`config.mk`:
```
export PLATFORM = sky130hd
export DESIGN_NAME = prefix_adder_top
export DESIGN_NICKNAME = d
export VERILOG_FILES = /design/src/hdl/prefix_adder_pkg.sv /design/src/hdl/prefix_adder_top.sv /design/src/hdl/sum_stage.sv /design/src/hdl/prefix_level.sv /design/src/hdl/pg_gen.sv /design/src/hdl/pipe_ctrl.sv
export VERILOG_INCLUDE_DIRS = /design/src /design/src/include
export SDC_FILE = /design/constraint.sdc
export NUM_CORES = 1
export LEC_CHECK = 0
export ABC_AREA = 0
export BUFFER_PORTS_ARGS = -buffer_cell sky130_fd_sc_hd__clkbuf_2
export CAP_MARGIN = 20
export CORE_AREA = 3 3 228 230
export CTS_BUF_LIST = sky130_fd_sc_hd__clkbuf_8
export CTS_CLUSTER_SIZE = 30
export DETAILED_ROUTE_END_ITERATION = 10
export DIE_AREA = 0 0 231 233
export HOLD_SLACK_MARGIN = 0.1
export SETUP_SLACK_MARGIN = 0.15
export SYNTH_ARGS = -nofsm -noshare
export SYNTH_HDL_FRONTEND = slang
export SYNTH_SLANG_ARGS = --single-unit
```
`constraint.sdc`:
```
create_clock -name clk -period 1.45 [get_ports clk]
set_clock_uncertainty 0.15 [all_clocks]
set_input_delay 0.145 -clock clk [delete_from_list [all_inputs] [get_ports clk]]
set_output_delay 0.145 -clock clk [all_outputs]
set_load 0.02 [all_outputs]
```
`src/include/prefix_adder_macros.svh`:
```
`ifndef PREFIX_ADDER_MACROS_SVH
`define PREFIX_ADDER_MACROS_SVH

////////////////////////////////////////////////////////////////////////////
// Adder geometry
////////////////////////////////////////////////////////////////////////////

// Operand width in bits.
`define ADDER_WIDTH 32

// One Sklansky level per doubling of the group span.
`define PREFIX_LEVELS ($clog2(`ADDER_WIDTH))

// Input to output latency in clock cycles.
`define PIPE_DEPTH (`PREFIX_LEVELS + 2)

`endif
```
`src/hdl/prefix_adder_pkg.sv`:
```
`include "prefix_adder_macros.svh"

package prefix_adder_pkg;

  ////////////////////////////////////////////////////////////////////////////
  // Datapath words
  ////////////////////////////////////////////////////////////////////////////

  // Operands, sums and every generate, propagate and half-sum word.
  typedef logic [`ADDER_WIDTH-1:0] operand_t;

  ////////////////////////////////////////////////////////////////////////////
  // Pipeline control
  ////////////////////////////////////////////////////////////////////////////

  // Bit n loads pipeline register stage n.
  typedef logic [`PIPE_DEPTH-1:0] stage_en_t;

endpackage

```
`src/hdl/prefix_adder_top.sv`:
```
`timescale 1ns/100ps
`include "prefix_adder_macros.svh"

module prefix_adder_top import prefix_adder_pkg::*; (
  input  logic     clk,
  input  logic     rst_n,
  input  logic     in_valid,
  input  operand_t a,
  input  operand_t b,
  input  logic     cin,
  output logic     out_valid,
  output operand_t sum,
  output logic     cout
);

  stage_en_t stage_en;

  // Index 0 is driven by pg_gen, index n+1 by prefix level n.
  operand_t g_chain   [`PREFIX_LEVELS+1];
  operand_t p_chain   [`PREFIX_LEVELS+1];
  operand_t hs_chain  [`PREFIX_LEVELS+1];
  logic     cin_chain [`PREFIX_LEVELS+1];

  ////////////////////////////////////////////////////////////////////////////
  // Pipeline control
  ////////////////////////////////////////////////////////////////////////////

  pipe_ctrl pipe_ctrl_inst (
    .clk       (clk),
    .rst_n     (rst_n),
    .in_valid  (in_valid),
    .stage_en  (stage_en),
    .out_valid (out_valid)
  );

  ////////////////////////////////////////////////////////////////////////////
  // Datapath
  ////////////////////////////////////////////////////////////////////////////

  pg_gen pg_gen_inst (
    .clk     (clk),
    .rst_n   (rst_n),
    .en      (stage_en[0]),
    .a       (a),
    .b       (b),
    .cin     (cin),
    .g_out   (g_chain[0]),
    .p_out   (p_chain[0]),
    .hs_out  (hs_chain[0]),
    .cin_out (cin_chain[0])
  );

  for (genvar lvl = 0; lvl < `PREFIX_LEVELS; lvl++) begin : g_level
    prefix_level #(
      .LEVEL (lvl)
    ) prefix_level_inst (
      .clk     (clk),
      .rst_n   (rst_n),
      .en      (stage_en[lvl+1]),
      .g_in    (g_chain[lvl]),
      .p_in    (p_chain[lvl]),
      .hs_in   (hs_chain[lvl]),
      .cin_in  (cin_chain[lvl]),
      .g_out   (g_chain[lvl+1]),
      .p_out   (p_chain[lvl+1]),
      .hs_out  (hs_chain[lvl+1]),
      .cin_out (cin_chain[lvl+1])
    );
  end

  // Group propagates are spent by the last level.
  sum_stage sum_stage_inst (
    .clk    (clk),
    .rst_n  (rst_n),
    .en     (stage_en[`PIPE_DEPTH-1]),
    .g_in   (g_chain[`PREFIX_LEVELS]),
    .hs_in  (hs_chain[`PREFIX_LEVELS]),
    .cin_in (cin_chain[`PREFIX_LEVELS]),
    .sum    (sum),
    .cout   (cout)
  );

endmodule

```
`src/hdl/sum_stage.sv`:
```
`timescale 1ns/100ps
`include "prefix_adder_macros.svh"

module sum_stage import prefix_adder_pkg::*; (
  input  logic     clk,
  input  logic     rst_n,
  input  logic     en,
  input  operand_t g_in,
  input  operand_t hs_in,
  input  logic     cin_in,
  output operand_t sum,
  output logic     cout
);

  operand_t carry;
  operand_t sum_nxt;

  // Carry into bit i is the group generate of bits i-1 down to 0.
  assign carry   = {g_in[`ADDER_WIDTH-2:0], cin_in};
  assign sum_nxt = hs_in ^ carry;

  ////////////////////////////////////////////////////////////////////////////
  // Output registers
  ////////////////////////////////////////////////////////////////////////////

  always_ff @(posedge clk or negedge rst_n) begin
    if (!rst_n) begin
      sum  <= '0;
      cout <= 1'b0;
    end else if (en) begin
      sum  <= sum_nxt;
      cout <= g_in[`ADDER_WIDTH-1];  // Top group spans the whole word.
    end
  end

endmodule

```
`src/hdl/prefix_level.sv`:
```
`timescale 1ns/100ps
`include "prefix_adder_macros.svh"

module prefix_level import prefix_adder_pkg::*; #(
  parameter int LEVEL = 0
) (
  input  logic     clk,
  input  logic     rst_n,
  input  logic     en,
  input  operand_t g_in,
  input  operand_t p_in,
  input  operand_t hs_in,
  input  logic     cin_in,
  output operand_t g_out,
  output operand_t p_out,
  output operand_t hs_out,
  output logic     cin_out
);

  localparam int SPAN  = 1 << LEVEL;  // Group span held in each bit on entry.
  localparam int BLOCK = 2 * SPAN;    // Group span held in each bit on exit.

  operand_t g_nxt;
  operand_t p_nxt;

  ////////////////////////////////////////////////////////////////////////////
  // Sklansky combine
  ////////////////////////////////////////////////////////////////////////////

  // Blocks of BLOCK bits are split in two halves. Every bit of the upper
  // half takes in the group of the top bit of the lower half, so its span
  // doubles. Lower half bits already cover their whole span and pass.
  for (genvar i = 0; i < `ADDER_WIDTH; i++) begin : g_bit
    if (((i / SPAN) % 2) == 1) begin : g_merge
      localparam int J = (i / BLOCK) * BLOCK + SPAN - 1;  // Lower half top bit.

      assign g_nxt[i] = g_in[i] | (p_in[i] & g_in[J]);
      assign p_nxt[i] = p_in[i] & p_in[J];
    end else begin : g_pass
      assign g_nxt[i] = g_in[i];
      assign p_nxt[i] = p_in[i];
    end
  end

  ////////////////////////////////////////////////////////////////////////////
  // Level registers
  ////////////////////////////////////////////////////////////////////////////

  always_ff @(posedge clk or negedge rst_n) begin
    if (!rst_n) begin
      g_out   <= '0;
      p_out   <= '0;
      hs_out  <= '0;
      cin_out <= 1'b0;
    end else if (en) begin
      g_out   <= g_nxt;
      p_out   <= p_nxt;
      hs_out  <= hs_in;   // Delayed alongside the groups of the same add.
      cin_out <= cin_in;  // Needed again for bit 0 of the sum.
    end
  end

endmodule

```
`src/hdl/pg_gen.sv`:
```
`timescale 1ns/100ps

module pg_gen import prefix_adder_pkg::*; (
  input  logic     clk,
  input  logic     rst_n,
  input  logic     en,
  input  operand_t a,
  input  operand_t b,
  input  logic     cin,
  output operand_t g_out,
  output operand_t p_out,
  output operand_t hs_out,
  output logic     cin_out
);

  operand_t g_bit;
  operand_t p_bit;
  operand_t hs_bit;

  ////////////////////////////////////////////////////////////////////////////
  // Bitwise generate and propagate
  ////////////////////////////////////////////////////////////////////////////

  always_comb begin
    g_bit  = a & b;
    p_bit  = a | b;  // Transmit form; the half-sum is kept apart.
    hs_bit = a ^ b;
    // With cin folded in here, every group generate that reaches down to
    // bit 0 is the carry out of its top bit.
    g_bit[0] = g_bit[0] | (p_bit[0] & cin);
  end

  always_ff @(posedge clk or negedge rst_n) begin
    if (!rst_n) begin
      g_out   <= '0;
      p_out   <= '0;
      hs_out  <= '0;
      cin_out <= 1'b0;
    end else if (en) begin
      g_out   <= g_bit;
      p_out   <= p_bit;
      hs_out  <= hs_bit;  // Travels with its own add.
      cin_out <= cin;
    end
  end

endmodule

```
`src/hdl/pipe_ctrl.sv`:
```
`timescale 1ns/100ps
`include "prefix_adder_macros.svh"

module pipe_ctrl import prefix_adder_pkg::*; (
  input  logic      clk,
  input  logic      rst_n,
  input  logic      in_valid,
  output stage_en_t stage_en,
  output logic      out_valid
);

  stage_en_t valid_q;  // Bit n is set while stage n holds a live item.

  ////////////////////////////////////////////////////////////////////////////
  // Load enables
  ////////////////////////////////////////////////////////////////////////////

  // Stage 0 loads straight from the input qualifier.
  // Every later stage loads when the stage in front of it holds a live item.
  assign stage_en = {valid_q[`PIPE_DEPTH-2:0], in_valid};

  ////////////////////////////////////////////////////////////////////////////
  // Valid shift register
  ////////////////////////////////////////////////////////////////////////////

  always_ff @(posedge clk or negedge rst_n) begin
    if (!rst_n) begin
      valid_q <= '0;  // Drops everything in flight.
    end else begin
      valid_q <= stage_en;  // Bubbles shift down with the data.
    end
  end

  assign out_valid = valid_q[`PIPE_DEPTH-1];  // Qualifies the sum stage registers.

endmodule

```
==> key figures, run 1 <==
Outcome
  • Status: finished, violations left
  • Failing checks: hold timing, setup timing

Critical path
  • Critical Path End Type: flip-flop
  • Worst Path Required: 1.82 ns
  • R2R Setup Slk: -0.08 ns
  • CP endpoint: g_level[0].prefix_level_inst.hs_out[18]
  • Reg2Reg Capture Point: g_level[0].prefix_level_inst.hs_out[18]
  • Setup CP Type: reg2reg
  • Reg2reg path depth: 4
  • CP peak stage delay: 0.54 ns
  • CP startpoint: pipe_ctrl_inst.valid_q[0]
  • Critical R2R Launch: pipe_ctrl_inst.valid_q[0]
  • WP data arrival: 1.90 ns
  • CP Cell Sequence: buf_12 -> buf_8 -> buf_16 -> mux2_2
  • Critical path peak fanout: 6
  • Crit path max-delay cell type: dfrtp_4
  • Startpoint types: flip-flop

Clock tree
  • H-tree level count: 3
  • TritonCTS clock tree: yes
  • Clk sinks: 559
  • Clk Latency, worst-skew pair: 0.65 ns
  • Total CTS buffers: 90
  • Clock Tree Root: clkbuf_8
  • Max clock buf depth: 3
  • CTS clk-pin slew, worst paths: 0.07 ns

Timing
  • Tmin final: 1.53 ns
  • Final setup fails: 127
  • Hold slack: -0.202 ns
  • RSZ-0062 raised after global routing: yes
  • Worst setup margin: -0.0847 ns
  • Max Slew Vio Count: 0
  • Setup TNS: -3.37 ns
  • Fmax: 652 MHz
  • Slew @ Worst Pin: 0.462 ns
  • Slew headroom: 0.692
  • Fin. Hold Viols: 11
  • Tcrit/Tclk final: 1.06

Power and ir drop
  • Peak supply drop: 0.792 mV
  • Leak Pwr: 14.4 nW
  • Power Dens Cells: 1450 nW/µm²

Global routing
  • GR Util All Layers: 0.194
  • Global-route wire length before repair: 82800 µm
  • Congestion Overflow GR: 0
  • Pin count of the biggest net entering global routing: 70
  • Initial antenna violation count: 1
  • Vias in the first global route: 14.6k

Synthesis
  • Syn_nets: 1812
  • Synthesized area: 22400 µm²
  • Seq/Total Area, Yosys: 0.625
  • Avg Inst Size Synth: 13.3 µm²
  • Cells after synthesis: 1680
  • Post-synthesis cell type count: 18
  • Ys Warns: 0
  • Synthesis-stage register bit count: 559

Placement
  • I/O Buffers: 101
  • Place WS: 0.0581 ns
  • GPL Wtd Cong: 0.765
  • HPWL after DPL: 28900 µm

Die
  • # IOs: 102
  • Chip width: 231 µm
  • Die Footprint: 53800 µm²
  • Core ar.: 50100 µm²
  • Die Ht: 233 µm
  • Starting density of the core: 0.447
  • Row count: 82

Hold path
  • HP Class: in2async

Layout
  • Layout cell share with drive strength beyond 1: 0.424
  • Most common cell after layout, fill and taps aside: dfrtp_1
  • Final layout net count: 2217
  • Synth-to-Final Area Change: 38.4%
  • Finished Core Util: 0.619
  • Commonest cells after routing, fill and taps aside: dfrtp_1 (552), mux2_2 (232), inv_1 (181), a21oi_1 (173), clkbuf_8 (137)
  • Layout fillers: 3787

Route
  • # DRC: 0
  • Vias per cell: 4.95
  • Avg WL per Cell: 18.7 µm
  • Drt initial violations: 871
  • DR pass1 iterations: 5
  • Final wirelength: 52800 µm
  • Routed Antenna Nets: 0
  • Via count: 14.0k

Job
  • Max-Cap Viols: 0
==> critical path, delay by kind of cell, from the launching register on <==
family | cells | cell delay [ns]
flip-flops | 1 | 0.54
buffers and inverters | 3 | 0.43
multiplexers | 1 | 0.27
==> synth_stat cells <==
| library cell | instances | area, µm² |
|---|---|---|
| a21oi_1 | 196 | 981 |
| a31oi_1 | 1 | 6.26 |
| buf_1 | 1 | 3.75 |
| buf_2 | 48 | 240 |
| buf_4 | 23 | 173 |
| buf_6 | 7 | 78.8 |
| clkbuf_1 | 6 | 22.5 |
| dfrtp_1 | 559 | 14000 |
| ha_1 | 64 | 801 |
| inv_1 | 141 | 529 |
| mux2_2 | 348 | 3920 |
| mux2_4 | 11 | 165 |
| mux2i_1 | 27 | 270 |
| nand2b_1 | 1 | 6.26 |
| nand3_1 | 49 | 245 |
| nor2_1 | 117 | 439 |
| o21ai_0 | 49 | 245 |
| xnor2_1 | 32 | 280 |
==> state kept, by name (all words and copies together) (netlist names) <==
signal and count:
g_level.prefix_level_inst.cin_out 5, g_level.prefix_level_inst.g_out 160, g_level.prefix_level_inst.hs_out 160, g_level.prefix_level_inst.p_out 98
pg_gen_inst.cin_out 1, pg_gen_inst.g_out 32, pg_gen_inst.hs_out 32, pg_gen_inst.p_out 31
pipe_ctrl_inst.valid_q 7, sum_stage_inst.cout 1, sum_stage_inst.sum 32
==> report_power, final <==
part	leakage, nW	switching [mW]	internal [mW]
clock	1.08	6.09	7.41
combinational	6.85	3.60	5.94
sequential	6.47	2.77	19.0
total	14.4	12.5	32.3
==> routing by layer <==
layer	up-vias	wire [µm]	track usage
li1	6565	-	-
met1	7134	25300	0.287
met2	238	24800	0.296
met3	81	1690	0.0286
met4	0	1110	0.0616
met5	-	0	0
==> cells by family after synthesis <==
logic type / Yosys count / synth area share
AOI/OAI and AO/OA: 246 / 0.0550
xor gates and xnor gates: 32 / 0.0125
adders and majority gates: 64 / 0.0358
buffers and inverters: 226 / 0.0468
DFF: 559 / 0.625
muxes: 386 / 0.194
and+or+nand+nor: 167 / 0.0308
==> per-stage QoR <==
stage,area (µm²),power [mW],std cells
CTS,29600,43.9,2793
global route,31000,47.1,2830
detailed placement,24000,28.1,2424
finish,31000,44.8,2830
global placement,24000,27.7,2424
floorplan,22400,25.3,1680
==> repair_timing <==
action,in CTS,in global routing
hold buffers,95,3
cloned,50,19
setup endpoints to repair,302,470
setup buffers,60,32
pin swaps,3,17
gates resized for setup,245,292
endpoints found under the hold margin,656,69
==> worst min-delay path by stage <==
stage / start / endpoint / cells past startpoint
2_1_floorplan: rst_n / g_level[0].prefix_level_inst.cin_out / 0
3_3_place_gp: rst_n / pg_gen_inst.hs_out[23] / 1
3_5_place_dp: rst_n / pg_gen_inst.hs_out[23] / 1
4_1_cts: rst_n / pg_gen_inst.p_out[26] / 2
5_1_grt: rst_n / pg_gen_inst.g_out[27] / 2
6_report: rst_n / pg_gen_inst.p_out[26] / 2
==> area by class of cell <==
class | instances | area, µm² | area share
antenna | 1 | 2.50 | 0.0000808
tap | 672 | 841 | 0.0271
inverter | 141 | 529 | 0.0171
clock inverter | 50 | 268 | 0.00864
clock buffer | 114 | 1570 | 0.0506
multi-input combinational | 895 | 8360 | 0.270
sequential | 559 | 14000 | 0.452
timing repair buffer | 398 | 5410 | 0.175
Note: power is estimated with default switching activity, not from simulation.
==> run 2: changes to the inputs <==
Settings changed: CELL_PAD_IN_SITES_DETAIL_PLACEMENT set to 0, CELL_PAD_IN_SITES_GLOBAL_PLACEMENT set to 1, PLACE_DENSITY_LB_ADDON set to 0.1.
==> key figures, run 2 (synthesized netlist as in run 1, its figures left out) <==
Outcome
  • Status: finished, violations left
  • Failing checks: hold timing, setup timing

Timing
  • Max Slew Vio Count: 0 (unchanged)
  • Fin. Hold Viols: 2 (-9)
  • Tmin final: 1.55 ns (+0.0183 ns)
  • Hold slack: -0.160 ns (+0.0427 ns)
  • RSZ-0062 raised after global routing: yes
  • Worst setup margin: -0.103 ns (-0.0183 ns)
  • Tcrit/Tclk final: 1.07 (+0.0126)
  • Fmax: 644 MHz (-1.2%)
  • Setup TNS: -3.03 ns (+0.343 ns)
  • Final setup fails: 120 (-5.5%)
  • Slew @ Worst Pin: 0.559 ns (+0.0964 ns)
  • Slew headroom: 0.628 (-0.0642)

Die
  • Row count: 82 (unchanged)
  • Starting density of the core: 0.447 (unchanged)
  • Die Ht: 233 µm (unchanged)
  • Die Footprint: 53800 µm² (unchanged)
  • # IOs: 102 (unchanged)
  • Core ar.: 50100 µm² (unchanged)
  • Chip width: 231 µm (unchanged)

Critical path
  • Setup CP Type: reg2out
  • Reg2reg path depth: 4 (unchanged)
  • Startpoint types: flip-flop
  • Worst Path Required: 1.15 ns (-0.67 ns)
  • WP data arrival: 1.26 ns (-0.64 ns)
  • Critical path peak fanout: 2 (-4)
  • CP peak stage delay: 0.42 ns (-0.12 ns)
  • Levels on crit path: 1 (-3)
  • Critical Path End Type: output pin
  • Crit path max-delay cell type: dfrtp_1
  • R2R Setup Slk: -0.07 ns (about the same)
  • Top delay family on crit path: flip-flops
  • Bufs and invs on worst path: 1 (-2)
  • CP Cell Sequence: clkbuf_8

Route
  • Via count: 13.9k (-1.2%)
  • Vias per cell: 4.86 (-1.8%)
  • Drt initial violations: 570 (-35%)
  • # DRC: 0 (unchanged)
  • Routed Antenna Nets: 0 (unchanged)
  • Avg WL per Cell: 18.4 µm (-1.5%)
  • DR pass1 iterations: 4 (-1)
  • Final wirelength: 52400 µm (-0.81%)

Placement
  • I/O Buffers: 101 (unchanged)
  • HPWL after DPL: 29200 µm (+1.2%)
  • Cell Area, Placed: 24200 µm² (+0.72%)
  • GPL Wtd Cong: 0.736 (-3.9%)
  • Placed Instances: 2432 (+0.33%)

Power and ir drop
  • Power Dens Cells: 1430 nW/µm² (-1.1%)
  • Leak Pwr: 14.3 nW (-0.46%)
  • Pwr Total: 44.6 mW (-0.55%)
  • Peak supply drop: 0.711 mV (-10%)

Global routing
  • Pin count of the biggest net entering global routing: 52 (-26%)
  • Congestion Overflow GR: 0 (unchanged)
  • Initial antenna violation count: 0 (-1)
  • Global-route wire length before repair: 81400 µm (-1.7%)
  • Vias in the first global route: 14.2k (-2.5%)
  • GR Util All Layers: 0.193 (-0.000532)

Clock tree
  • Clk sinks: 559 (unchanged)
  • TritonCTS clock tree: yes
  • Clk Latency, worst-skew pair: 0.67 ns (+0.02 ns)
  • H-tree level count: 3 (unchanged)
  • Max clock buf depth: 3 (unchanged)
  • CTS clk-pin slew, worst paths: 0.06 ns (about the same)
  • Total CTS buffers: 93 (+3.3%)
  • Clock Tree Root: clkbuf_8

Hold path
  • HP Class: in2async

Layout
  • Commonest cells after routing, fill and taps aside: dfrtp_1 (552), mux2_2 (285), inv_1 (185), a21oi_1 (162), clkbuf_8 (129)
  • Fin cells: 2849 (+0.67%)
  • Finished Core Util: 0.623 (+0.00375)
  • Final layout net count: 2235 (+0.81%)
  • Synth-to-Final Area Change: 39.2%
  • Most common cell after layout, fill and taps aside: dfrtp_1
  • Final Cell Area: 31200 µm² (+0.61%)
  • Largest regs: g_level.prefix_level_inst.g_out (160), g_level.prefix_level_inst.hs_out (160), g_level.prefix_level_inst.p_out (98)
  • N_diodes: 0 (-1)
  • Layout cell share with drive strength beyond 1: 0.431 (+0.00667)

Job
  • Max-Cap Viols: 0 (unchanged)
-- run 2: changes by cell type in the layout (fill, tap and decap cells not counted), sizes merged --
| cell | previous run | this run |
|---|---|---|
| dlygate4sd3 | 78 | 96 |
| buf | 236 | 229 |
| clkinv | 3 | 7 |
| clkinvlp | 3 | 5 |
| inv | 183 | 185 |
| bufinv | 2 | 1 |
| clkbuf | 195 | 196 |
| diode | 1 | 0 |
| dlymetal6s4s | 3 | 4 |
-- run 2: final timing paths --
check,from,to
max,sum_stage_inst.sum[29],sum[29]
min,rst_n,g_level[2].prefix_level_inst.p_out[16]
max reg2reg,pipe_ctrl_inst.valid_q[2],g_level[2].prefix_level_inst.hs_out[22]
min reg2reg,g_level[0].prefix_level_inst.hs_out[18],g_level[1].prefix_level_inst.hs_out[18]
max in group asynchronous,rst_n,pg_gen_inst.hs_out[20]
min in group clk,a[9],pg_gen_inst.hs_out[9]
-- run 2: metal layers --
layer	vias up	track usage	routed length, µm
met1	7011	0.292	26100
li1	6585	-	-
met4	0	0.0571	786
met5	-	0	0
met3	64	0.0304	1660
met2	196	0.289	23900
-- run 2: metrics by stage --
stage               hold slack (ns)  worst slack [ns]
CTS                          -0.220            -0.190
floorplan                    -0.301             0.141
finish                       -0.160            -0.103
global placement             -0.150            0.0409
global route                 -0.187            -0.157
detailed placement           -0.153            0.0105
-- run 2: power by group --
part	internal, mW	total (mW)	switching (mW)
Clock	7.14	13.3	6.15
Sequential	19.0	21.6	2.58
Combinational	5.92	9.69	3.77
-- run 2: area by class of cell --
cell class                 instances  area (µm²)
sequential                       559       14000
timing repair buffer             413        5710
inverter                         141         529
clock inverter                    57         268
fill                            4007       18900
multi-input combinational        895        8270
clock buffer                     112        1540
tap                              672         841
-- run 2: timing repair --
item / CTS / global route
buffers inserted: 54 / 28
hold buffers: 99 / 7
pin swaps: 4 / 24
endpoints found under the setup margin: 324 / 457
gates cloned: 47 / 18
resized for setup: 197 / 313
hold endpoints to repair: 656 / 49
==> run 3: changes to the inputs <==
Settings changed: ABC_AREA 0 to 1, REMOVE_ABC_BUFFERS set to 1.
==> key figures, run 3 <==
Die
  • Chip width: 231 µm (unchanged)
  • Die Ht: 233 µm (unchanged)
  • Die Footprint: 53800 µm² (unchanged)
  • Row count: 82 (unchanged)
  • Core ar.: 50100 µm² (unchanged)
  • # IOs: 102 (unchanged)
  • Starting density of the core: 0.451 (+0.00332)

Timing
  • Hold slack: -0.197 ns (-0.0371 ns)
  • Fin. Hold Viols: 12 (+10)
  • Fmax: 672 MHz (+4.3%)
  • Slew @ Worst Pin: 0.399 ns (-0.160 ns)
  • Max Slew Vio Count: 0 (unchanged)
  • Tcrit/Tclk final: 1.03 (-0.0443)
  • RSZ-0062 raised after global routing: yes
  • Tmin final: 1.49 ns (-0.0643 ns)
  • Slew headroom: 0.734 (+0.107)
  • Worst setup margin: -0.0387 ns (+0.0643 ns)
  • Setup TNS: -0.525 ns (+2.50 ns)
  • Final setup fails: 31 (-74%)

Placement
  • HPWL after DPL: 32500 µm (+11%)
  • Place WS: 0.00891 ns (-0.00156 ns)
  • Cell Area, Placed: 24100 µm² (-0.33%)
  • Placed Instances: 3235 (+33%)
  • GPL Wtd Cong: 0.766 (+4.1%)
  • I/O Buffers: 101 (unchanged)

Clock tree
  • Clock Tree Root: clkbuf_8
  • H-tree level count: 3 (unchanged)
  • TritonCTS clock tree: yes
  • CTS clk-pin slew, worst paths: 0.06 ns (about the same)
  • Clk Latency, worst-skew pair: 0.65 ns (-0.02 ns)
  • Clk sinks: 559 (unchanged)
  • CTS Hold Bufs: 99 (unchanged)
  • Max clock buf depth: 3 (unchanged)
  • Total CTS buffers: 93 (unchanged)

Power and ir drop
  • Sw Share: 0.277 (-0.00312)
  • Power Dens Cells: 1350 nW/µm² (-5.5%)
  • Combinational power share: 0.143 (-0.074)
  • Peak supply drop: 0.635 mV (-11%)
  • Clock Power Share: 0.351 (+0.053)
  • Sequential Power Share: 0.506 (+0.022)
  • Pwr Total: 38.1 mW (-15%)
  • Sw Pwr: 10.6 mW (-15%)
  • Power Internal: 27.5 mW (-14%)
  • Leak Pwr: 14.9 nW (+3.8%)

Outcome
  • Failing checks: hold timing, setup timing
  • Status: finished, violations left

Global routing
  • Pin count of the biggest net entering global routing: 73 (+40%)
  • Global-route wire length before repair: 84300 µm (+3.6%)
  • Vias in the first global route: 15.9k (+12%)
  • GR Util All Layers: 0.192 (-0.00177)
  • Initial antenna violation count: 0 (unchanged)
  • Congestion Overflow GR: 0 (unchanged)

Route
  • Final wirelength: 53800 µm (+2.7%)
  • DR pass1 iterations: 7 (+3)
  • # DRC: 0 (unchanged)
  • Via count: 16.7k (+20%)
  • Avg WL per Cell: 15.2 µm (-17%)
  • Routed Antenna Nets: 0 (unchanged)
  • Drt initial violations: 1035 (+82%)
  • Vias per cell: 4.72 (-3.0%)

Synthesis
  • Synth top area cells: dfrtp_1 (62%), nand2_1 (19%), o21ai_0 (4.7%), inv_1 (3.6%), ha_1 (3.5%)
  • Cells after synthesis: 2524 (+50%)
  • Post-synthesis cell type count: 15 (-3)
  • Avg Inst Size Synth: 8.94 µm² (-33%)
  • Synth Flop Type: dfrtp_1
  • Most frequent cells after synthesis: nand2_1 (1171), dfrtp_1 (559), inv_1 (218), o21ai_0 (210), nand3_1 (159)
  • Synthesized area: 22600 µm² (+0.74%)
  • Count leader, synth: nand2_1
  • Ys Warns: 0 (unchanged)
  • Top cell type's share of synthesized area: 0.620 (-0.00461)
  • Seq/Total Area, Yosys: 0.620 (-0.00461)
  • Ys async rst share: 1.00 (unchanged)
  • Largest area contributor in the netlist: dfrtp_1
  • Synthesis-stage register bit count: 559 (unchanged)
  • EDFF count, synth: 0 (unchanged)

Critical path
  • Worst Path Required: 1.15 ns (about the same)
  • Critical R2R Launch: pipe_ctrl_inst.valid_q[1]
  • CP Cell Sequence: buf_6
  • Setup CP Type: reg2out
  • Startpoint types: flip-flop
  • Bufs and invs on worst path: 1 (unchanged)
  • Top delay family on crit path: flip-flops
  • WP data arrival: 1.19 ns (-0.07 ns)
  • CP peak stage delay: 0.41 ns (about the same)
  • Crit path max-delay cell type: dfrtp_1
  • Critical path peak fanout: 2 (unchanged)
  • Critical Path End Type: output pin
  • CP startpoint: sum_stage_inst.sum[25]

Layout
  • Layout cell share with drive strength beyond 1: 0.145 (-0.285)
  • Synth-to-Final Area Change: 25.0%
  • Final Cell Area: 28200 µm² (-9.5%)
  • N_diodes: 0 (unchanged)
  • Final layout net count: 2927 (+31%)
  • Commonest cells after routing, fill and taps aside: nand2_1 (1133), dfrtp_1 (554), inv_1 (247), o21ai_0 (173), nand3_1 (143)
  • Finished Core Util: 0.563 (-0.0594)
  • Most common cell after layout, fill and taps aside: nand2_1
  • Largest regs: g_level.prefix_level_inst.g_out (160), g_level.prefix_level_inst.hs_out (160), g_level.prefix_level_inst.p_out (98)
  • Fin cells: 3532 (+24%)

Job
  • Max-Cap Viols: 0 (unchanged)

Hold path
  • HP Class: in2async
[run 3: cell types whose count changed after synthesis, moves of 15 or more]
cell	before	now
nand2_1	0	1171
mux2_2	348	0
a21oi_1	196	1
o21ai_0	49	210
nor2_1	117	2
nand3_1	49	159
inv_1	141	218
clkbuf_1	6	40
xnor2_1	32	0
mux2i_1	27	0
buf_2	48	63
[run 3: final cells by class]
| cell class | instances | area [µm²] |
|---|---|---|
| timing repair buffer | 293 | 3130 |
| clock buffer | 120 | 1650 |
| sequential | 559 | 14000 |
| inverter | 223 | 858 |
| tap | 672 | 841 |
| multi-input combinational | 1625 | 7560 |
| fill | 4617 | 21900 |
| clock inverter | 40 | 160 |
[run 3: timing repair]
action                     4_1_cts  5_1_grt
setup buffers                   17       13
cloned                           1       17
hold endpoints to repair       656       40
gates resized for setup         40      215
pin swaps                        0       24
setup endpoints to repair      111      218
[run 3: worst paths after layout]
kind	end	slack, ns	cells after the start
min in group clk	pg_gen_inst.g_out[17]	0.26	5
setup / recovery	sum[25]	-0.04	1
setup reg to reg	g_level[1].prefix_level_inst.hs_out[2]	0.08	3
hold / removal	g_level[4].prefix_level_inst.hs_out[3]	-0.20	2
hold reg to reg	g_level[3].prefix_level_inst.hs_out[25]	0.32	2
max in group asynchronous	g_level[0].prefix_level_inst.g_out[20]	0.21	4
[run 3: power groups by stage]
stage,Sequential (mW),Clock [mW],Combinational [mW]
after detailed placement,19.4,0,4.39
after global placement,19.4,0,4.27
after CTS,19.2,13.8,4.99
after floorplan,19.3,0,2.27
final,19.3,13.4,5.45
after global routing,19.5,14.5,6.23
[run 3: per-layer routing]
metal | GRT usage | wire, µm | vias up
met1 | 0.312 | 27800 | 7913
met4 | 0.0550 | 949 | 0
met2 | 0.261 | 22900 | 295
met5 | 0 | 0 | -
met3 | 0.0307 | 2260 | 77
li1 | - | - | 8369
[run 3: worst reg2reg max path: cells and delay by family, from the launching register on]
family / cells / cell delay, ns
AOI/OAI and AO/OA: 1 / 0.23
buffers and inverters: 2 / 0.34
DFF: 1 / 0.54
[run 3: kinds of logic after synthesis]
logic type               Yosys count  share of synthesized area
AND/OR/NAND/NOR                 1332                      0.230
flip-flops                       559                      0.620
buffers and inverters            340                     0.0626
AO/OA/AOI/OAI                    229                     0.0515
adder cells (fa/ha/maj)           64                     0.0355
